[src/common/correlator_macros.svh]
/*
 * Size definitions for the cross-correlator.
 * Include this wherever a line, lag, tap or accumulator width is needed.
 */

`ifndef CORRELATOR_MACROS_SVH
`define CORRELATOR_MACROS_SVH

// Number of input lines sharing the common sample strobe.
`define CORR_NUM_LINES 4

// Width of one raw sample word.
`define CORR_SAMPLE_W 8

// Lags per baseline. Index 1 is the zero lag.
`define CORR_NUM_LAGS 3

// Delay line length, enough for base tap 3 plus one lag step.
`define CORR_TAP_DEPTH 5

// Signed width of each accumulator half.
`define CORR_RESOLUTION 24

`define CORR_NUM_BASELINES ((`CORR_NUM_LINES * (`CORR_NUM_LINES - 1)) / 2)

`endif

[src/common/corr_result_pkg.sv]
/*
 * Result-side types: one complex accumulator, the lags of a baseline with
 * their overflow flags, and the full payload presented on dump.
 */

`include "correlator_macros.svh"

package corr_result_pkg;

	typedef struct packed {
		logic signed [`CORR_RESOLUTION-1:0] re;
		logic signed [`CORR_RESOLUTION-1:0] im;
	} complex_acc_t;

	typedef struct packed {
		complex_acc_t [`CORR_NUM_LAGS-1:0] lag;
		logic [`CORR_NUM_LAGS-1:0] overflow; // Sticky until clear or reset.
	} baseline_result_t;

	typedef baseline_result_t [`CORR_NUM_BASELINES-1:0] corr_payload_t;

endpackage

[src/design/payload_packer.sv]
/*
 * Takes a snapshot of all accumulators and overflow flags on dump and holds
 * it until the next dump. payload_valid is high for the one cycle after.
 */

`timescale 1ns/1ps

`include "correlator_macros.svh"

module payload_packer
	import corr_result_pkg::*;
(
	input logic pllclk,
	input logic reset,
	input logic dump,
	input baseline_result_t [`CORR_NUM_BASELINES-1:0] results,
	output corr_payload_t payload,
	output logic payload_valid
);

	corr_payload_t snapshot_q;
	logic valid_q;

	always_ff @(posedge pllclk) begin
		if (!reset) begin
			snapshot_q <= '0;
			valid_q <= 1'b0;
		end else begin
			valid_q <= dump; // One cycle per dump.
			if (dump) begin
				for (int b = 0; b < `CORR_NUM_BASELINES; b++)
					snapshot_q[b] <= results[b];
			end
		end
	end

	assign payload = snapshot_q;
	assign payload_valid = valid_q;

endmodule

[config.mk]
export PLATFORM = sky130hd
export DESIGN_NAME = payload_packer
export DESIGN_NICKNAME = d
export VERILOG_FILES = /design/src/common/corr_result_pkg.sv /design/src/design/payload_packer.sv
export VERILOG_INCLUDE_DIRS = /design/src /design/src/common
export SDC_FILE = /design/constraint.sdc
export NUM_CORES = 1
export LEC_CHECK = 0
export ABC_AREA = 1
export BUFFER_PORTS_ARGS = -buffer_cell sky130_fd_sc_hd__buf_4
export CAP_MARGIN = 20
export CORE_AREA = 10 10 679 681
export DETAILED_ROUTE_END_ITERATION = 6
export DIE_AREA = 0 0 689 691
export PLACE_DENSITY = 0.35
export SLEW_MARGIN = 0
export SYNTH_ARGS = -nofsm -noshare
export SYNTH_HDL_FRONTEND = slang
export SYNTH_SLANG_ARGS = --single-unit
[constraint.sdc]
create_clock -name pllclk -period 0.89 [get_ports pllclk]
set_clock_uncertainty 0.05 [all_clocks]
set_input_delay 0.089 -clock pllclk [delete_from_list [all_inputs] [get_ports pllclk]]
set_output_delay 0.089 -clock pllclk [all_outputs]
set_load 0.05 [all_outputs]
# After elaboration in Yosys (flattened, before gate mapping)
# Cells that the tools add are included.
# word_totals
romBits,0
output_inout_bits,883
inputBits,885
wordCells,43
ramBits,0
mem_count,0
ff_bits,883
latchBits,0
# op_classes
mul,0
n_lt_le_gt_ge,0
bitwise,0
n_mux,0
n_eq_ne,0
shifts,0
reduce_logical,0
div_mod_pow,0
addsub,0

# Longest topological paths before layout
# logic_depth
depth_word,0
ltp_mapped,6

# Least setup slack after synthesis
# No wires, ideal clock.
# synth_path
kind,input -> register
from,input dump
to,"register snapshot_q, in the netlist payload[0]"
path_stages,6
t_arrival_ps,819
setup_ps,115
required_ps,725
slack_ps,-94
cell_sequence,buf_2 > buf_6 > buf_4 > buf_4 > nor2_1 > nor2_1
# synth_lines
element,line,rtl
"start, declared",payload_packer.sv:15,"input logic dump,"
"end signal, assigned by index",payload_packer.sv:32,snapshot_q[b] <= results[b];
"end, declared",payload_packer.sv:21,corr_payload_t snapshot_q;

# Worst setup path after layout
# layout_path
from,"register snapshot_q, in the netlist payload[526]"
to,output payload[526] (netlist bit)
# layout_lines
element,line,rtl
"end, declared",payload_packer.sv:17,"output corr_payload_t payload,"
# No word-level cell between the ends.

==> flow_summary.json <==
{
  "cts_tree": "built",
  "power_density_nw_per_um2": 1585,
  "final_cells": 15110,
  "drtIter0Drc": 2499,
  "syn_area_sq_um": 35780,
  "seqCellArea_sq_um": 19260,
  "gp_congestion": 0.9146,
  "io_pins": 1768,
  "final.fill_count": 50450,
  "synth_area_per_cell_sq_um": 6.402,
  "dr.pass1.iters": 6,
  "peakVddDrop_mv": 1.586,
  "p_total_mw": 140.8,
  "drc": 0,
  "yosys-top-cells-area": "dfxtp_1, nand2_1, nor2_1, inv_1, buf_2",
  "pre_cts_ws_ns": -0.5858,
  "numCtsBuffers": 125,
  "violations": "hold timing, setup timing",
  "fmax_mhz": 623.5,
  "insertion_delay_ns": 0.87,
  "hold_depth": 6,
  "multi_input_area_sq_um": 13400,
  "synthFlopType": "dfxtp_1",
  "synthTopCellsByCount": "nand2_1, nor2_1, dfxtp_1, inv_1, buf_2",
  "yosys.area.top_type": "dfxtp_1",
  "path_clk_slew_ns": 0.06,
  "dieHeight_um": 691,
  "fin_tns_setup_ns": -547.41,
  "ys_seq_area_share_pct": 49.40,
  "overflow": 0,
  "syn_inst": 5589,
  "antenna_found_initial": 218,
  "grt_pass1_wl_um": 450800,
  "worst_r2r_endpoint": "payload[24]",
  "crit_arrival_ns": 1.46,
  "cp_max_fo": 2,
  "async_flop_share_pct": 0,
  "die_w_um": 689,
  "cts_max_path_buffers": 4,
  "ant_nets": 0,
  "dp.cells": 13290,
  "crit_type": "flop to output pin",
  "grt_util_all_layers_pct": 13.90,
  "first_global_vias": 48030,
  "io_buffers": 1767,
  "grt_max_degree": 65,
  "ys_types": 9,
  "max_slew.worst_pin.slew_ns": 0.7022,
  "wl_um": 355500,
  "period_minus_slack_ns": 1.604,
  "routedWlPerCell_um": 23.54,
  "worst_ep_required_time_ns": 0.75,
  "row_count": 246,
  "die_area_sq_um": 476100,
  "drv_cap": 0,
  "h-tree-depth": 3,
  "hp-class": "input pin to flop",
  "nNetsFinal": 9843,
  "post-route-period-util_pct": 180.2,
  "post-route-util_pct": 19.86,
  "reg2reg_depth": 4,
  "drive_gt1_share_pct": 37.36,
  "root_buffer": "clkbuf_16",
  "yosysTopAreaCellShare_pct": 49.40,
  "synthesis.nets": 6474,
  "core_sq_um": 447500,
  "cp-end-kind": "output pin",
  "crit_path_start_kind": "flop",
  "min_to": "payload[833]",
  "setup_slack_ns": -0.7138,
  "synth.most_common_cell": "nand2_1",
  "timing_hold_violations_final": 32,
  "drv_slew": 0,
  "status": "finished, violations left",
  "r2r_slack_ns": 0.04,
  "leakage_nw": 42.73,
  "vias_per_cell": 3.097,
  "start_util_pct": 7.995,
  "setup_viol": 1030,
  "hpwl_um": 298200,
  "synth-seq-cells": 883,
  "cts.sinks": 883,
  "hp-start": "reset",
  "area_growth_pct": 148.4,
  "synth_edf_count": 0,
  "reg2reg_from": "payload[24]",
  "slew_headroom_pct": 53.19,
  "hold_ws_ns": -0.05027,
  "vias": 46790,
  "rsz0062_at_grt": "yes",
  "synth_warnings": 0
}
kinds of logic (layout without fill, tap and decap cells):
group / Yosys count / after routing / share of synthesized area [%]
and+or+nand+nor: 3529 / 3529 / 37.02
buffers and inverters: 1177 / 4634 / 13.58
DFF: 883 / 883 / 49.40
other: 0 / 109 / 0
worst max-delay path, stage by stage, from the launching register on:
cell     delay (ns)
dfxtp_2        0.36
buf_12         0.12
buf_12         0.13
power breakdown:
part           internal, mW  leakage (nW)  switching [mW]  total [mW]
clock                  30.0          1.98            21.8        51.9
combinational          19.7          33.1            23.4        43.1
sequential             42.7          7.66            3.14        45.8
registers in the layout, summed over array words and instances (netlist names):
signal	flops
payload	882
payload_valid	1
how the worst max path moves through the flow:
| stage | startpoint | end | slack (ns) | cells after the start |
|---|---|---|---|---|
| final | payload[526] | payload[526] | -0.71 | 2 |
| after global routing | payload[526] | payload[526] | -0.81 | 2 |
| after CTS | payload[123] | payload[123] | -0.85 | 1 |
| after detailed placement | reset | payload[2] | -0.59 | 5 |
| after global placement | reset | payload[2] | -0.59 | 5 |
| after floorplan | dump | payload[147] | -0.04 | 6 |
layout by cell type (no fill, tap or decap), types with 23 or more instances in the layout:
cell / count
buf_12: 500
buf_16: 24
buf_4: 1159
buf_6: 25
buf_8: 501
clkbuf_1: 27
clkbuf_16: 166
clkbuf_8: 23
dfxtp_2: 691
dfxtp_4: 192
diode_2: 109
dlygate4sd3_1: 1259
dlymetal6s4s_1: 28
inv_1: 871
nand2_1: 1726
nand2_2: 34
nor2_1: 1755
per-stage QoR:
step / cell area [sq um] / hold WS (ns)
floorplan: 36270 / 0.2198
global placement: 58930 / 0.3259
detailed placement: 58930 / 0.3310
CTS: 87840 / -0.01163
global route: 88720 / -0.07618
finish: 88870 / -0.05027
what timing repair did:
item | CTS | global route
pin swaps | 0 | 130
buffers inserted | 14 | 157
resized for setup | 2906 | 276
endpoints found under the hold margin | 883 | 62
endpoints found under the setup margin | 883 | 1226
gates cloned | 0 | 41
hold buffers | 1528 | 21
metal layers:
metal | global-route usage (%) | routed length (um) | part of all wire (%) | vias to the layer above
li1 | - | - | - | 22750
met1 | 15.38 | 138100 | 39 | 21890
met2 | 24.67 | 174100 | 49 | 1618
met3 | 5.131 | 30160 | 8.5 | 477
met4 | 4.169 | 12870 | 3.6 | 52
met5 | 0 | 372 | 0.10 | -
layout make-up:
class | count | share of cell area (%)
Sequential cell | 883 | 21.68
Timing Repair Buffer | 3536 | 46.28
Tap cell | 5952 | 8.380
Inverter | 883 | 3.734
Clock inverter | 39 | 0.5308
Antenna cell | 109 | 0.3069
Clock buffer | 176 | 4.018
Multi-Input combinational cell | 3529 | 15.07
(Power assumes the default switching activity.)
