**src/common/correlator_macros.svh**
```systemverilog
/*
 * Size definitions for the cross-correlator.
 * Include this wherever a line, lag, tap or accumulator width is needed.
 */

`ifndef CORRELATOR_MACROS_SVH
`define CORRELATOR_MACROS_SVH

// Number of input lines sharing the common sample strobe.
`define CORR_NUM_LINES 4

// Width of one raw sample word.
`define CORR_SAMPLE_W 8

// Lags per baseline. Index 1 is the zero lag.
`define CORR_NUM_LAGS 3

// Delay line length, enough for base tap 3 plus one lag step.
`define CORR_TAP_DEPTH 5

// Signed width of each accumulator half.
`define CORR_RESOLUTION 24

`define CORR_NUM_BASELINES ((`CORR_NUM_LINES * (`CORR_NUM_LINES - 1)) / 2)

`endif

```
**src/common/corr_sample_pkg.sv**
```systemverilog
/*
 * Sample-side types: the dual-view sample word, the decoded line control,
 * the per-baseline settings and the tap pair used to read two delay lines.
 */

`include "correlator_macros.svh"

package corr_sample_pkg;

	localparam int NIBBLE_W = `CORR_SAMPLE_W / 2;
	localparam int TAP_SEL_W = $clog2(`CORR_TAP_DEPTH);

	typedef struct packed {
		logic signed [NIBBLE_W-1:0] re; // Upper nibble.
		logic signed [NIBBLE_W-1:0] im; // Lower nibble.
	} sample_cplx_t;

	// The same word is taken as one real value or as a small complex value.
	typedef union packed {
		logic signed [`CORR_SAMPLE_W-1:0] real_val;
		sample_cplx_t cplx;
	} sample_word_t;

	typedef struct packed {
		logic complex_fmt;
		logic diff_mode;
		logic enable;
		logic [1:0] base_tap;
	} line_ctrl_t;

	typedef struct packed {
		logic active;
		logic diff_mode;
		logic fmt_a;
		logic fmt_b;
		logic [1:0] tap_a;
		logic [1:0] tap_b;
	} baseline_cfg_t;

	typedef struct packed {
		logic [TAP_SEL_W-1:0] a;
		logic [TAP_SEL_W-1:0] b;
	} lag_tap_pair_t;

	// Baselines run (0,1), (0,2), (0,3), (1,2), (1,3), (2,3).
	function automatic int baseline_index(input int line_a, input int line_b);
		return line_a * (2 * `CORR_NUM_LINES - line_a - 1) / 2 + (line_b - line_a - 1);
	endfunction

endpackage

```
**src/design/line_control_decode.sv**
```systemverilog
/*
 * Registers the per-line control bytes and combines each pair of lines
 * into the settings of its baseline. Settings follow the bytes by one cycle.
 */

`timescale 1ns/1ps

`include "correlator_macros.svh"

module line_control_decode
	import corr_sample_pkg::*;
(
	input logic pllclk,
	input logic reset,
	input logic [`CORR_NUM_LINES-1:0][7:0] line_ctrl_in,
	output baseline_cfg_t [`CORR_NUM_BASELINES-1:0] baseline_cfg
);

	line_ctrl_t ctrl_q [`CORR_NUM_LINES];

	always_ff @(posedge pllclk) begin
		for (int n = 0; n < `CORR_NUM_LINES; n++) begin
			if (!reset) begin
				ctrl_q[n] <= '0;
			end else begin
				ctrl_q[n].enable <= line_ctrl_in[n][3];
				ctrl_q[n].diff_mode <= line_ctrl_in[n][4];
				ctrl_q[n].complex_fmt <= line_ctrl_in[n][5];
				ctrl_q[n].base_tap <= line_ctrl_in[n][1:0];
			end
		end
	end

	always_comb begin
		baseline_cfg = '0;
		for (int a = 0; a < `CORR_NUM_LINES - 1; a++) begin
			for (int b = a + 1; b < `CORR_NUM_LINES; b++) begin
				baseline_cfg[baseline_index(a, b)].active = ctrl_q[a].enable & ctrl_q[b].enable;
				// Difference mode needs both lines to ask for it.
				baseline_cfg[baseline_index(a, b)].diff_mode =
					ctrl_q[a].diff_mode & ctrl_q[b].diff_mode;
				baseline_cfg[baseline_index(a, b)].fmt_a = ctrl_q[a].complex_fmt;
				baseline_cfg[baseline_index(a, b)].fmt_b = ctrl_q[b].complex_fmt;
				baseline_cfg[baseline_index(a, b)].tap_a = ctrl_q[a].base_tap;
				baseline_cfg[baseline_index(a, b)].tap_b = ctrl_q[b].base_tap;
			end
		end
	end

endmodule

```
**config.mk**
```make
export PLATFORM = sky130hd
export DESIGN_NAME = line_control_decode
export DESIGN_NICKNAME = d
export VERILOG_FILES = /design/src/common/corr_sample_pkg.sv /design/src/design/line_control_decode.sv
export VERILOG_INCLUDE_DIRS = /design/src /design/src/common
export SDC_FILE = /design/constraint.sdc
export NUM_CORES = 1
export LEC_CHECK = 0
export BUFFER_PORTS_ARGS = -buffer_cell sky130_fd_sc_hd__buf_2
export CAP_MARGIN = 40
export CORE_MARGIN = 8
export CORE_UTILIZATION = 25
export CTS_CLUSTER_SIZE = 28
export DETAILED_ROUTE_END_ITERATION = 8
export PLACE_DENSITY = 0.58
export SLEW_MARGIN = 25
export SYNTH_ARGS = -nofsm -noshare
export SYNTH_HDL_FRONTEND = slang
export SYNTH_SLANG_ARGS = --single-unit
```
**constraint.sdc**
```tcl
create_clock -name pllclk -period 0.8 [get_ports pllclk]
set_input_delay 0.16 -clock pllclk [delete_from_list [all_inputs] [get_ports pllclk]]
set_output_delay 0.16 -clock pllclk [all_outputs]
set_load 0.02 [all_outputs]
```
Word-level counts from Yosys, hierarchy flattened
Memory sizes are Yosys's and may differ from the RTL's.
Cells that the tools add are included.
Cells by class
  bitwise gates (word level): 28
  mux-type cells: 18
Operators with widths (count)
  $or A1 B1 Y1: 16
  $mux W1: 14
  $and A1 B1 Y1: 12
  $mux W2: 4
Word-level totals
  output and inout bits: 48
  memories: 1
  register bits after elaboration: 0
  bits of input ports: 34
  RAM bits: 20
Memory list
  ctrl_q: words 4, bits a word 5, read ports 4, clocked after memory_dff 0, wr ports 4, line line_control_decode.sv:19  | line_ctrl_t ctrl_q [`CORR_NUM_LINES];

Logic depth before layout (Yosys ltp)
  depth after elaboration: 2
  gate-level depth with buffers: 2
  mapped depth without buffers: 1

Worst setup path after synthesis
OpenSTA, ideal clock, no wires.
  path kind: reg-to-output
  start point: memory ctrl_q[2][3] (netlist bit)
  end point: output port baseline_cfg[14] (netlist bit)
  stages on the path, launching flop included: 2
  slack: 0.110 ns
  arrival: 0.530 ns
  path buffers: 0
  cells stage by stage: dfxtp_1 -> and2_1
RTL lines
  start, declared: line line_control_decode.sv:19
  end, declared: line line_control_decode.sv:16  | output baseline_cfg_t [`CORR_NUM_BASELINES-1:0] baseline_cfg

==> impl_metrics.py <==
metrics = {
    "finish": {
        "layout_commonest_cell": "buf_6",
        "fill_cells": 339,
        "largest_reg_flops": 20,
        "antenna_cells": 0,
        "drive_gt1_share_pct": 92.8,
        "top_register": "ctrl_q",
        "final_nets": 160,
        "most-common-layout-cells": "buf_6, buf_2, and2_4",
        "multi_input_area_um2": 244,
        "seq_area_um2": 453,
        "reg_top3": "ctrl_q x20",
        "synthToLayoutAreaGrowth_pct": 58.6,
    },
    "place": {
        "place_ws_ns": 0.0207,
        "port_buffers": 69,
        "gp_congestion": 0.598,
        "dp_hpwl_um": 1600,
    },
    "worst_setup_path": {
        "crit_path_max_fanout": 3,
        "path_cells": "and2_4 > buf_6",
        "cp.required_ns": 0.64,
        "max_stage_delay_ns": 0.34,
        "crit_type": "reg2out",
        "arrival_ns": 0.91,
        "critical_path.slowest_cell": "dfxtp_2",
        "start_kind": "register",
        "end_kind": "output pin",
    },
    "logic_synthesis": {
        "yosysWarnings": 0,
        "synth-seq-area-share_pct": 44.1,
        "syn_avg_cell_area_um2": 10.1,
        "syn_area_um2": 907,
        "synth_nets": 124,
        "syn_inst": 90,
        "yosysUniqueCellTypes": 5,
        "yosys_register_bits": 20,
    },
    "grt": {
        "grt_antenna_before_repair": 0,
        "grt_pass1_vias": 782,
        "grt_overflow_total": 0,
        "grt_pass1_wl_um": 3690,
        "grt.total_usage_pct": 7.61,
        "grt_max_degree": 21,
    },
    "run": {
        "cap_violations": 0,
    },
    "cts": {
        "clockBufferDepth": 2,
        "path_clk_slew_ns": 0.11,
        "cts_setup_buffers": 0,
        "tritoncts": "built",
        "hold_buffers": 0,
        "cts_root_buf": "clkbuf_4",
        "cts.sinks": 20,
        "h-tree-depth": 1,
        "numCtsBuffers": 3,
    },
    "floorplanning": {
        "num_rows": 22,
        "start_util_pct": 25.3,
        "io_pins": 82,
        "die_w_um": 76.2,
        "die_area_um2": 5810,
        "fp.coreArea_um2": 3580,
        "die_h_um": 76.2,
    },
    "sta": {
        "fmax_ghz": 0.931,
        "relSlewSlack_pct": 82.6,
        "setup_ws_ns": -0.274,
        "hold_viol": 0,
        "setup_viol_count_final": 48,
        "worst_slew_pin_slew_ns": 0.261,
        "rsz0062_at_grt": "yes",
        "min_period_ns": 1.07,
        "drv_slew": 0,
        "finalCritPeriodShare_pct": 134,
    },
    "min_path": {
        "hold_path_class": "in2reg",
    },
    "pwr": {
        "p_per_area_nw_per_um2": 1510,
        "p_leak_nw": 0.686,
        "vdd_ir_drop_max_v": 0.000679,
        "power_mw": 2.17,
    },
    "detailed_routing": {
        "drc": 0,
        "first_pass_iters": 2,
        "wl_per_cell_um": 12.3,
        "drt_iter0_drc": 2,
        "ant_nets": 0,
        "wirelength_um": 2140,
        "vias": 640,
        "vias_per_cell": 3.70,
    },
    "status": {
        "status": "finished, violations left",
        "violations": "negative setup slack",
    },
}
[logic make-up after synthesis]
group                  synth area share (%)
buffers and inverters                  32.3
DFF                                    44.1
and+or+nand+nor                        23.6
[synthesized netlist by cell type, drive strengths merged]
master,instances,area share (%)
and2,32,24
buf,38,32
dfxtp,20,44
[final cells by class]
class                           count  share of cell area (%)
Sequential cell                    20                    31.5
Tap cell                           48                    4.17
Timing Repair Buffer               69                    44.9
Clock buffer                        4                    2.52
Multi-Input combinational cell     32                    17.0
[path summary, 6_finish.rpt]
kind	start	to	slack (ns)	depth (start not counted)
max	ctrl_q[2][2]$_SDFF_PN0_	baseline_cfg[47]	-0.27	2
min	line_ctrl_in[29]	ctrl_q[3][4]$_DFF_P_	0.06	2
[repair_timing]
action                     CTS  global route
setup endpoints to repair   48            48
resized for setup          129            10
pin swaps                    8             4
[routing by layer]
metal | track usage [%] | part of all wire (%)
met4 | 0.577 | 0
met2 | 14.4 | 54
met5 | 0 | 0
met1 | 6.25 | 32
met3 | 5.90 | 14
[critical path, delay by kind of cell, from the launching register on]
| kind | cells | cell delay, ns |
|---|---|---|
| buffers and inverters | 1 | 0.12 |
| DFF | 1 | 0.34 |
| and+or+nand+nor | 1 | 0.15 |
[stage by stage]
step	util (%)	TNS, ns	hold slack, ns	area [µm²]	cells
6_report	40.2	-8.46	0.0632	1440	173
3_5_place_dp	28.5	0	0.369	1020	169
5_1_grt	40.2	-11.13	0.0315	1440	173
3_3_place_gp	28.5	0	0.362	1020	169
2_1_floorplan	-	0	0.282	907	90
4_1_cts	39.5	-9.83	0.0386	1410	173
[power by group]
part	switching [mW]	total, mW	leakage, nW	internal [mW]
clock network	0.285	0.563	0.0210	0.277
registers	0.0578	1.10	0.175	1.04
logic	0.223	0.510	0.490	0.287
total	0.567	2.17	0.686	1.60
(Power assumes the default switching activity.)
