--- src/common/correlator_macros.svh ---
/*
 * Size definitions for the cross-correlator.
 * Include this wherever a line, lag, tap or accumulator width is needed.
 */

`ifndef CORRELATOR_MACROS_SVH
`define CORRELATOR_MACROS_SVH

// Number of input lines sharing the common sample strobe.
`define CORR_NUM_LINES 4

// Width of one raw sample word.
`define CORR_SAMPLE_W 8

// Lags per baseline. Index 1 is the zero lag.
`define CORR_NUM_LAGS 3

// Delay line length, enough for base tap 3 plus one lag step.
`define CORR_TAP_DEPTH 5

// Signed width of each accumulator half.
`define CORR_RESOLUTION 24

`define CORR_NUM_BASELINES ((`CORR_NUM_LINES * (`CORR_NUM_LINES - 1)) / 2)

`endif

--- src/common/corr_sample_pkg.sv ---
/*
 * Sample-side types: the dual-view sample word, the decoded line control,
 * the per-baseline settings and the tap pair used to read two delay lines.
 */

`include "correlator_macros.svh"

package corr_sample_pkg;

	localparam int NIBBLE_W = `CORR_SAMPLE_W / 2;
	localparam int TAP_SEL_W = $clog2(`CORR_TAP_DEPTH);

	typedef struct packed {
		logic signed [NIBBLE_W-1:0] re; // Upper nibble.
		logic signed [NIBBLE_W-1:0] im; // Lower nibble.
	} sample_cplx_t;

	// The same word is taken as one real value or as a small complex value.
	typedef union packed {
		logic signed [`CORR_SAMPLE_W-1:0] real_val;
		sample_cplx_t cplx;
	} sample_word_t;

	typedef struct packed {
		logic complex_fmt;
		logic diff_mode;
		logic enable;
		logic [1:0] base_tap;
	} line_ctrl_t;

	typedef struct packed {
		logic active;
		logic diff_mode;
		logic fmt_a;
		logic fmt_b;
		logic [1:0] tap_a;
		logic [1:0] tap_b;
	} baseline_cfg_t;

	typedef struct packed {
		logic [TAP_SEL_W-1:0] a;
		logic [TAP_SEL_W-1:0] b;
	} lag_tap_pair_t;

	// Baselines run (0,1), (0,2), (0,3), (1,2), (1,3), (2,3).
	function automatic int baseline_index(input int line_a, input int line_b);
		return line_a * (2 * `CORR_NUM_LINES - line_a - 1) / 2 + (line_b - line_a - 1);
	endfunction

endpackage

--- src/delay_line/sample_delay_line.sv ---
/*
 * Shift register of past samples for one input line.
 * A new sample enters at tap 0 on each shift_en and every tap is readable.
 */

`timescale 1ns/1ps

`include "correlator_macros.svh"

module sample_delay_line
	import corr_sample_pkg::*;
(
	input logic pllclk,
	input logic reset,
	input logic shift_en,
	input sample_word_t sample_in,
	output sample_word_t [`CORR_TAP_DEPTH-1:0] taps
);

	sample_word_t [`CORR_TAP_DEPTH-1:0] line_q;

	always_ff @(posedge pllclk) begin
		if (!reset) begin
			line_q <= '0;
		end else if (shift_en) begin
			line_q <= {line_q[`CORR_TAP_DEPTH-2:0], sample_in}; // Oldest sample drops out.
		end
	end

	assign taps = line_q;

endmodule

--- config.mk ---
export PLATFORM = sky130hd
export DESIGN_NAME = sample_delay_line
export DESIGN_NICKNAME = d
export VERILOG_FILES = /design/src/common/corr_sample_pkg.sv /design/src/delay_line/sample_delay_line.sv
export VERILOG_INCLUDE_DIRS = /design/src /design/src/common
export SDC_FILE = /design/constraint.sdc
export NUM_CORES = 1
export LEC_CHECK = 0
export ABC_AREA = 1
export BUFFER_PORTS_ARGS = -buffer_cell sky130_fd_sc_hd__buf_4
export CORE_MARGIN = 2
export CORE_UTILIZATION = 45
export DETAILED_ROUTE_END_ITERATION = 12
export PLACE_DENSITY = 0.71
export SETUP_SLACK_MARGIN = 0.4
export SLEW_MARGIN = 10
export SYNTH_ARGS = -nofsm -noshare
export SYNTH_HDL_FRONTEND = slang
export SYNTH_SLANG_ARGS = --single-unit
export TNS_END_PERCENT = 10
--- constraint.sdc ---
create_clock -name pllclk -period 0.8 [get_ports pllclk]
set_clock_uncertainty 0.1 [all_clocks]
set_input_delay 0.08 -clock pllclk [delete_from_list [all_inputs] [get_ports pllclk]]
set_output_delay 0.08 -clock pllclk [all_outputs]
set_load 0.05 [all_outputs]
* Yosys cells after proc, flatten, opt, wreduce, memory -nomap -nowiden
Cells that the tools add are included.
** Word-level totals
- Bits in read-only memories :: 0
- Register bits :: 40
- Memories kept :: 0
- Bits of input ports :: 11
- Word-level logic and storage cells :: 5
- Bits in latches :: 0
- RAM bits :: 0
** Operators by class
- Magnitude comparators :: 0
- Equality and inequality tests :: 0
- Bitwise gates (word level) :: 0
- Shifts and indexed selects :: 0
- Div/mod/pow operators :: 0
- Mux-type cells :: 0
- Reduce and logical (&&, ||, !) cells :: 0
- Add/subtract/negate cells :: 0
- $mul :: 0

* Logic depth before layout (Yosys ltp)
Gate-level depths: netlist of the first run.
- Depth in word-level cells :: 0
- Gate-level depth with buffers :: 5
- Mapped depth without buffers :: 4

* Worst setup path before layout of the first run
Ideal clock, no wire load.
- Path type :: register -> register
- From :: reg line_q (netlist bit taps[2])
- To :: reg line_q (netlist bit taps[10])
- Library setup time :: 64 ps
- Data arrival time :: 864 ps
- Required time :: 636 ps
- Buffers on the path :: 0
- Stages on the path, launching flop included :: 5
- Slack :: -228 ps
- Clock period less this slack :: 1028 ps
- Cells stage by stage :: dfxtp_1 -> inv_1 -> nand2_1 -> nand2_1 -> nor2_1
** RTL lines
- start: declaration :: line sample_delay_line.sv:20 : sample_word_t [`CORR_TAP_DEPTH-1:0] line_q;
- start signal: assignment :: line sample_delay_line.sv:26 : line_q <= {line_q[`CORR_TAP_DEPTH-2:0], sample_in};

* Final worst setup path of the first run
- From :: reg line_q (netlist bit taps[15])
- To :: out taps[15] in the netlist's numbering
** RTL lines
- end: declaration :: line sample_delay_line.sv:17 : output sample_word_t [`CORR_TAP_DEPTH-1:0] taps
No word-level cell between the ends.

==> impl_metrics.env, run 1 <==
export IMPL_cp_cell_sequence="buf_8"
export IMPL_rsz0062_at_grt="true"
export IMPL_path_max_fanout=2
export IMPL_yosysWarnings=0
export IMPL_cts_sinks=40
export IMPL_worst_pin_slew_ps=423
export IMPL_critPathMaxStageDelay_ps=370
export IMPL_synth_simple_area_share_pct=36.2
export IMPL_p_per_area_nw_per_um2=1820
export IMPL_hpwl_mm=2.09
export IMPL_core_um2=3610
export IMPL_die_area_um2=4190
export IMPL_placed_area_um2=2200
export IMPL_synthesis_area_um2=1660
export IMPL_avgSynthCellArea_um2=6.55
export IMPL_synth_top_family_by_area="simple AND/OR/NAND/NOR gates"
export IMPL_numCtsBuffers=5
export IMPL_worstHoldPathType="primary input to flop"
export IMPL_cts_buffer_depth=2
export IMPL_cts_clk_slew_worst_paths_ps=70
export IMPL_yosys_area_top_type="dfxtp_1"
export IMPL_period_share_pct=123
export IMPL_crit_family="flip-flops"
export IMPL_synth_fa_ha_area_share_pct=0
export IMPL_power_total_uw=5350
export IMPL_hold_ws_ps=-13.0
export IMPL_via_per_inst=4.38
export IMPL_grt_pass1_vias=1619
export IMPL_critPathCaptureType="output port"
export IMPL_firstDrtPassIters=4
export IMPL_io_pins=51
export IMPL_ys_seq_area_share_pct=48.3
export IMPL_port_buffers=50
export IMPL_final_util_pct=81.5
export IMPL_area_growth_pct=77.4
export IMPL_grt_max_degree=41
export IMPL_initial_core_util_pct=46.0
export IMPL_die_w_um=64.7
export IMPL_cp_num_buf_inv=1
export IMPL_timing_fmax_mhz=1020
export IMPL_fin_crit_ps=984
export IMPL_crit_required_ps=620
export IMPL_synth_area_leaders="dfxtp_1, nand2_1, nor2_1"
export IMPL_hold_violations=5
export IMPL_yosysUniqueCellTypes=7
export IMPL_violations="negative hold slack, negative setup slack"
export IMPL_multiInputGateArea_um2=643
export IMPL_totalWireLength_mm=4.09
export IMPL_synthMuxAreaShare_pct=0
export IMPL_ant_nets=0
export IMPL_nFillCells=225
export IMPL_route_detailed_drc=0
export IMPL_wl_per_cell_um=10.8
export IMPL_synth_fp_nets=264
export IMPL_chipHeight_um=64.7
export IMPL_grt_overflow=0
export IMPL_crit_type="flop to output port"
export IMPL_ys_seq_elements=40
export IMPL_fin_cells=377
export IMPL_slew_limit_headroom_pct=71.8
export IMPL_largest_reg_flops=40
export IMPL_root_buffer="clkbuf_8"
export IMPL_setup_viol=68
export IMPL_cp_slowest_cell="dfxtp_4"
export IMPL_insertion_delay_ps=290
export IMPL_ir_drop_uv=1520
export IMPL_dr_total_vias=1651
export IMPL_final_net_count=339
export IMPL_routabilityCongestion=0.721
export IMPL_status="finished, violations left"
export IMPL_cp_arrival_ps=800
export IMPL_n_antenna_cell=0
export IMPL_p_leak_uw=0.00144
export IMPL_synth_top_area_share_pct=48.3
export IMPL_maxSlewViolCount=0
export IMPL_netlist_instances=253
export IMPL_antenna_found_initial=0
export IMPL_placed_cells=342
export IMPL_max_cap_viol_count=0
export IMPL_seqCellArea_um2=951
export IMPL_grt_pass1_wl_mm=6.90
export IMPL_setup_worst_path_start_class="flop"
export IMPL_rows=22
export IMPL_tritoncts="done"
export IMPL_stdcell_area_um2=2940
export IMPL_synth_compound_area_share_pct=0
export IMPL_worst_slack_ps=-184
export IMPL_drt_iter0_drc=103
export IMPL_drive_gt1_share_pct=52.0
export IMPL_cts_max_level=2
export IMPL_synth_xor_area_share_pct=0
export IMPL_grtUsageTotal_pct=21.0
cells in the final DEF (no fill, tap or decap):
cell type / instances
buf_4: 16
buf_12: 3
nor2_2: 6
inv_1: 8
nand2_1: 78
clkinv_2: 1
clkbuf_1: 1
inv_2: 32
dfxtp_4: 40
buf_8: 40
nand2_2: 2
bufinv_16: 1
nor2_4: 3
buf_6: 22
nor2_1: 71
clkbuf_8: 5
final timing paths:
check	from	end	slack, ps	cells past startpoint
max reg2reg	taps[28]	taps[36]	-120	5
min reg2reg	taps[35]	taps[35]	400	2
min	sample_in[2]	taps[2]	-10	5
max	taps[15]	taps[15]	-180	1
per-layer routing:
metal | vias to the layer above | routed length [um] | global-route usage, %
li1 | 862 | - | -
met1 | 743 | 1720 | 23.8
met2 | 39 | 2130 | 38.3
met3 | 7 | 179 | 5.03
met4 | 0 | 60 | 7.18
met5 | - | 0 | 0
report_power, final:
part / switching [uW] / internal [uW]
Sequential: 138 / 2090
Clock: 663 / 925
Combinational: 852 / 690
logic make-up (layout without fill, tap and decap cells):
family | Yosys count | in the layout
buffers and inverters | 53 | 129
DFF | 40 | 40
and+or+nand+nor | 160 | 160
timing repair:
item	4_1_cts	5_1_grt
resized for setup	100	16
endpoints found under the setup margin	80	80
setup buffers	25	2
gates cloned	0	0
pin swaps	13	4
hold endpoints to repair	8	0
area by class of cell:
class | count | share of cell area (%)
inverter | 40 | 5.11
multi-input combinational | 160 | 21.9
clock inverter | 2 | 1.19
timing repair buffer | 81 | 35.0
tap | 48 | 2.04
clock buffer | 6 | 2.47
sequential | 40 | 32.3
cell usage after synthesis (all sizes together):
cell type  count
nand2         80
nor2          80
dfxtp         40
inv           40
buf           13
stage by stage:
step / hold slack, ps / TNS (ps) / worst slack, ps
final: -13.0 / -8120 / -184
after floorplan: 159 / 0 / 23.7
after global routing: 27.6 / -10440 / -200
after global placement: 262 / 0 / 7.56
after detailed placement: 271 / -59.2 / -16.7
after CTS: -18.9 / -7810 / -182
(Power assumes the default switching activity.)
==> run 2: changes to the inputs <==
--- a/config.mk
+++ b/config.mk
@@ -6,14 +6,12 @@
 export SDC_FILE = /design/constraint.sdc
 export NUM_CORES = 1
 export LEC_CHECK = 0
-export ABC_AREA = 1
 export BUFFER_PORTS_ARGS = -buffer_cell sky130_fd_sc_hd__buf_4
 export CORE_MARGIN = 2
-export CORE_UTILIZATION = 45
+export CORE_UTILIZATION = 44
 export DETAILED_ROUTE_END_ITERATION = 12
 export PLACE_DENSITY = 0.71
 export SETUP_SLACK_MARGIN = 0.4
-export SLEW_MARGIN = 10
 export SYNTH_ARGS = -nofsm -noshare
 export SYNTH_HDL_FRONTEND = slang
 export SYNTH_SLANG_ARGS = --single-unit
==> impl_metrics.env, run 2 <==
export IMPL_dr_total_vias=1117
export IMPL_hold_ws_ps=-94.8
export IMPL_drt_iter0_drc=17
export IMPL_initial_core_util_pct=46.3
export IMPL_synth_xor_area_share_pct=0
export IMPL_cp_arrival_ps=860
export IMPL_yosysWarnings=0
export IMPL_io_pins=51
export IMPL_use_met1_pct=19.6
export IMPL_p_leak_uw=0.00108
export IMPL_root_buffer="clkbuf_4"
export IMPL_avgSynthCellArea_um2=12.1
export IMPL_hold_violations=8
export IMPL_insertion_delay_ps=330
export IMPL_setup_worst_path_start_class="flop"
export IMPL_maxSlewViolCount=0
export IMPL_cts_max_level=2
export IMPL_crit_type="flop to output port"
export IMPL_worst_slack_ps=-243
export IMPL_routabilityCongestion=0.663
export IMPL_timing_fmax_mhz=959
export IMPL_tritoncts="done"
export IMPL_ys_seq_area_share_pct=51.4
export IMPL_status="finished, violations left"
export IMPL_crit_family="flip-flops"
export IMPL_grt_overflow=0
export IMPL_grt_pass1_wl_mm=5.65
export IMPL_placed_area_um2=2100
export IMPL_die_area_um2=4030
export IMPL_synth_simple_area_share_pct=16.1
export IMPL_setup_tns_final_ps=-10050
export IMPL_critPathCaptureType="output port"
export IMPL_synth_compound_area_share_pct=0
export IMPL_ir_drop_uv=1120
export IMPL_synth_edf_count=0
export IMPL_core_um2=3360
export IMPL_grt_busiest_layer="met2"
export IMPL_synth_fp_nets=140
export IMPL_synth_top_family_by_area="multiplexers"
export IMPL_final_net_count=201
export IMPL_firstDrtPassIters=2
export IMPL_cp_cell_sequence="buf_8"
export IMPL_port_buffers=50
export IMPL_grt_max_degree=41
export IMPL_synthTopCellsByCount="dfxtp_1, mux2i_1, nor2b_1, buf_12, clkbuf_1"
export IMPL_cp_slowest_cell="dfxtp_4"
export IMPL_critPathMaxStageDelay_ps=390
export IMPL_drive_gt1_share_pct=57.6
export IMPL_cts_clk_slew_worst_paths_ps=110
export IMPL_ant_nets=0
export IMPL_yosys_area_top_type="dfxtp_1"
export IMPL_violations="negative hold slack, negative setup slack"
export IMPL_path_max_fanout=3
export IMPL_final_cell_mix="nor2b_1, buf_8, dfxtp_4, mux2i_1, buf_4"
export IMPL_p_per_area_nw_per_um2=1390
export IMPL_antenna_found_initial=0
export IMPL_slew_limit_headroom_pct=80.5
export IMPL_rows=21
export IMPL_wl_per_cell_um=13.9
export IMPL_via_per_inst=4.71
export IMPL_die_w_um=63.5
export IMPL_hpwl_mm=2.13
export IMPL_final_util_pct=76.1
export IMPL_largest_reg_flops=40
export IMPL_yosys_most_used_dff="dfxtp_1"
export IMPL_period_share_pct=130
export IMPL_max_cap_viol_count=0
export IMPL_grtUsageTotal_pct=18.0
export IMPL_ys_seq_elements=40
export IMPL_async_flop_share_pct=0
export IMPL_totalWireLength_mm=3.30
export IMPL_synth_area_leaders="dfxtp_1, mux2i_1, nor2b_1"
export IMPL_cts_buffer_depth=2
export IMPL_stdcell_area_um2=2560
export IMPL_setup_viol=56
export IMPL_grt_pass1_vias=1211
export IMPL_synthesis_area_um2=1560
export IMPL_route_detailed_drc=0
export IMPL_fin_crit_ps=1040
export IMPL_worstHoldPathType="primary input to flop"
export IMPL_use_met3_pct=4.64
export IMPL_cts_sinks=40
export IMPL_path_depth=1
export IMPL_numCtsBuffers=5
export IMPL_worst_pin_slew_ps=293
export IMPL_area_growth_pct=64.3
export IMPL_n_antenna_cell=0
export IMPL_synth_top_area_share_pct=51.4
export IMPL_synth_fa_ha_area_share_pct=0
export IMPL_pre_cts_ws_ps=-133
export IMPL_cp_num_buf_inv=1
export IMPL_holdPathStages=3
export IMPL_chipHeight_um=63.5
export IMPL_crit_required_ps=620
export IMPL_netlist_instances=129
export IMPL_r2r_cells=3
export IMPL_synthMuxAreaShare_pct=25.7
export IMPL_rsz0062_at_grt="true"
export IMPL_met2_usage_pct=32.5
export IMPL_yosysUniqueCellTypes=6
-- run 2: changes by cell type in the layout (fill, tap and decap cells not counted), sizes merged --
cell / change
clkbuf: +1
inv: -40
mux2i: +40
nor2: -80
nor2b: +40
buf: -18
nand2: -80
bufinv: -1
-- run 2: kinds of logic (layout without fill, tap and decap cells) --
logic type,Yosys count,after routing
and+or+nand+nor,40,40
DFF,40,40
buffers and inverters,9,71
muxes,40,40
-- run 2: layout make-up --
cell class                      count  area [um^2]
Sequential cell                    40          951
Timing Repair Buffer               63          845
Fill cell                         232          803
Multi-Input combinational cell     80          658
Tap cell                           46         57.6
Clock buffer                        7         45.0
Clock inverter                      1         3.75
-- run 2: repair_timing --
| action | CTS | global route |
|---|---|---|
| gates cloned | 0 | 0 |
| setup buffers | 6 | 3 |
| setup endpoints to repair | 80 | 80 |
| hold endpoints to repair | 8 | 8 |
| gates resized for setup | 86 | 5 |
-- run 2: stage by stage --
stage | total power, uW | instances | hold slack (ps)
after detailed placement | 2550 | 220 | 252
after global routing | 3740 | 237 | -105
final | 3550 | 237 | -94.8
after CTS | 3570 | 234 | -101
after global placement | 2540 | 220 | 236
after floorplan | 2420 | 129 | 148
-- run 2: path summary, 6_finish.rpt --
check | endpoint | slack, ps | from
worst max-delay path | taps[20] | -240 | taps[20]
worst min-delay path | taps[5] | -90 | sample_in[5]
worst max register to register | taps[0] | -130 | taps[0]
worst min register to register | taps[38] | 450 | taps[38]
-- run 2: where the power goes --
part	total (uW)	leakage [uW]	switching (uW)	internal [uW]
Combinational	629	0.000695	314	315
Clock	929	0.0000269	591	339
Sequential	1990	0.000355	54.1	1940
-- run 2: layer usage --
layer / wire (um) / up-vias / share of wire (%)
met1: 1260 / 518 / 38
met5: 0 / - / 0
met4: 107 / 0 / 3.2
li1: - / 550 / -
met3: 157 / 10 / 4.8
met2: 1770 / 39 / 54
==> run 3: changes to the inputs <==
--- a/config.mk
+++ b/config.mk
@@ -12,6 +12,7 @@
 export DETAILED_ROUTE_END_ITERATION = 12
 export PLACE_DENSITY = 0.71
 export SETUP_SLACK_MARGIN = 0.4
+export SKIP_LAST_GASP = 1
 export SYNTH_ARGS = -nofsm -noshare
 export SYNTH_HDL_FRONTEND = slang
 export SYNTH_SLANG_ARGS = --single-unit
==> impl_metrics.env, run 3 (synthesis gave the netlist of run 2 again) <==
export IMPL_totalWireLength_mm=3.21
export IMPL_grt_overflow=0
export IMPL_worstHoldPathType="primary input to flop"
export IMPL_status="finished, violations left"
export IMPL_largest_reg_flops=40
export IMPL_crit_type="flop to output port"
export IMPL_power_total_uw=3510
export IMPL_violations="negative hold slack, negative setup slack"
export IMPL_cts_clk_slew_worst_paths_ps=110
export IMPL_grtUsageTotal_pct=17.8
export IMPL_hold_violations=8
export IMPL_max_cap_viol_count=0
export IMPL_cts_sinks=40
export IMPL_fin_crit_ps=1040
export IMPL_worst_slack_ps=-238
export IMPL_n_antenna_cell=0
export IMPL_ir_drop_uv=1110
export IMPL_ant_nets=0
export IMPL_final_cell_mix="mux2i_1, nor2b_1, dfxtp_4, buf_6, buf_4"
export IMPL_area_growth_pct=56.4
export IMPL_io_pins=51
export IMPL_antenna_found_initial=0
export IMPL_die_area_um2=4030
export IMPL_use_met1_pct=18.6
export IMPL_crit_required_ps=620
export IMPL_path_max_fanout=3
export IMPL_critPathCaptureType="output port"
export IMPL_cp_slowest_cell="dfxtp_4"
export IMPL_grt_max_degree=41
export IMPL_rsz0062_at_grt="true"
export IMPL_root_buffer="clkbuf_4"
export IMPL_numCtsBuffers=5
export IMPL_chipHeight_um=63.5
export IMPL_comb_power_share_pct=16.8
export IMPL_p_int_uw=2560
export IMPL_setup_worst_path_start_class="flop"
export IMPL_final_util_pct=72.4
export IMPL_setup_viol=58
export IMPL_power_frac_clock_pct=26.7
export IMPL_grt_busiest_layer="met2"
export IMPL_drive_gt1_share_pct=56.8
export IMPL_cts_max_level=2
export IMPL_worst_pin_slew_ps=297
export IMPL_initial_core_util_pct=46.3
export IMPL_p_leak_uw=0.00106
export IMPL_dr_total_vias=1098
export IMPL_period_share_pct=130
export IMPL_final_net_count=202
export IMPL_maxSlewViolCount=0
export IMPL_insertion_delay_ps=330
export IMPL_via_per_inst=4.61
export IMPL_die_w_um=63.5
export IMPL_critPathMaxStageDelay_ps=380
export IMPL_timing_fmax_mhz=964
export IMPL_rows=21
export IMPL_grt_pass1_wl_mm=5.58
export IMPL_hold_ws_ps=-92.1
export IMPL_cp_cell_sequence="buf_6"
export IMPL_cp_num_buf_inv=1
export IMPL_sw_frac_of_total_pct=27.1
export IMPL_tritoncts="done"
export IMPL_p_switching_uw=953
export IMPL_port_buffers=50
export IMPL_p_per_area_nw_per_um2=1440
export IMPL_route_detailed_drc=0
export IMPL_wl_per_cell_um=13.5
export IMPL_slew_limit_headroom_pct=80.2
export IMPL_hpwl_mm=2.13
export IMPL_crit_family="flip-flops"
export IMPL_cp_arrival_ps=860
export IMPL_drt_iter0_drc=19
export IMPL_nFillCells=253
export IMPL_firstDrtPassIters=3
export IMPL_core_um2=3360
export IMPL_seqPwrFrac_pct=56.5
export IMPL_routabilityCongestion=0.663
export IMPL_cts_buffer_depth=2
export IMPL_grt_pass1_vias=1187
export IMPL_multiInputGateArea_um2=651
export IMPL_seqCellArea_um2=951
export IMPL_met2_usage_pct=33.0
export IMPL_use_met3_pct=4.82
## run 3: cell type report
type,instances,share of cell area (%)
Clock buffer,7,1.85
Sequential cell,40,39.0
Tap cell,46,2.36
Multi-Input combinational cell,80,26.7
Timing Repair Buffer,64,29.9
Clock inverter,1,0.154
## run 3: metrics by stage
| step | instances | setup WS, ps | area (um^2) | setup TNS (ps) |
|---|---|---|---|---|
| global route | 238 | -290 | 2440 | -13390 |
| CTS | 234 | -255 | 2380 | -10710 |
| finish | 238 | -238 | 2440 | -10500 |
| detailed placement | 220 | -133 | 2100 | -2620 |
| floorplan | 129 | 17.4 | 1710 | 0 |
| global placement | 220 | -61.0 | 2100 | -1490 |
## run 3: worst paths after layout
| kind | from | to | slack (ps) | cells after the start |
|---|---|---|---|---|
| min reg2reg | taps[39] | taps[39] | 440 | 2 |
| min | sample_in[5] | taps[5] | -90 | 3 |
| max | taps[8] | taps[8] | -240 | 1 |
| max reg2reg | taps[0] | taps[0] | -150 | 3 |
## run 3: repair_timing
item,4_1_cts,5_1_grt
setup endpoints to repair,80,80
gates resized for setup,49,7
endpoints found under the hold margin,8,7
cloned,0,0
setup buffers,6,4
## run 3: metal layers
layer / wire (um) / vias to the layer above
met5: 0 / -
met4: 57 / 0
met3: 148 / 6
met2: 1730 / 36
met1: 1270 / 506
li1: - / 550
## run 3: power groups by stage
| stage | logic (uW) | registers [uW] | clock network, uW |
|---|---|---|---|
| finish | 590 | 1990 | 936 |
| global route | 623 | 2000 | 1090 |
| CTS | 578 | 1990 | 964 |
| detailed placement | 524 | 2030 | 0 |
| global placement | 514 | 2020 | 0 |
| floorplan | 226 | 2190 | 0 |
## run 3: worst register-to-register path, delay by kind of cell, from the launching register on
family | cells | cell delay, ps
buffers and inverters | 1 | 140
muxes | 1 | 160
and+or+nand+nor | 1 | 80
DFF | 1 | 370
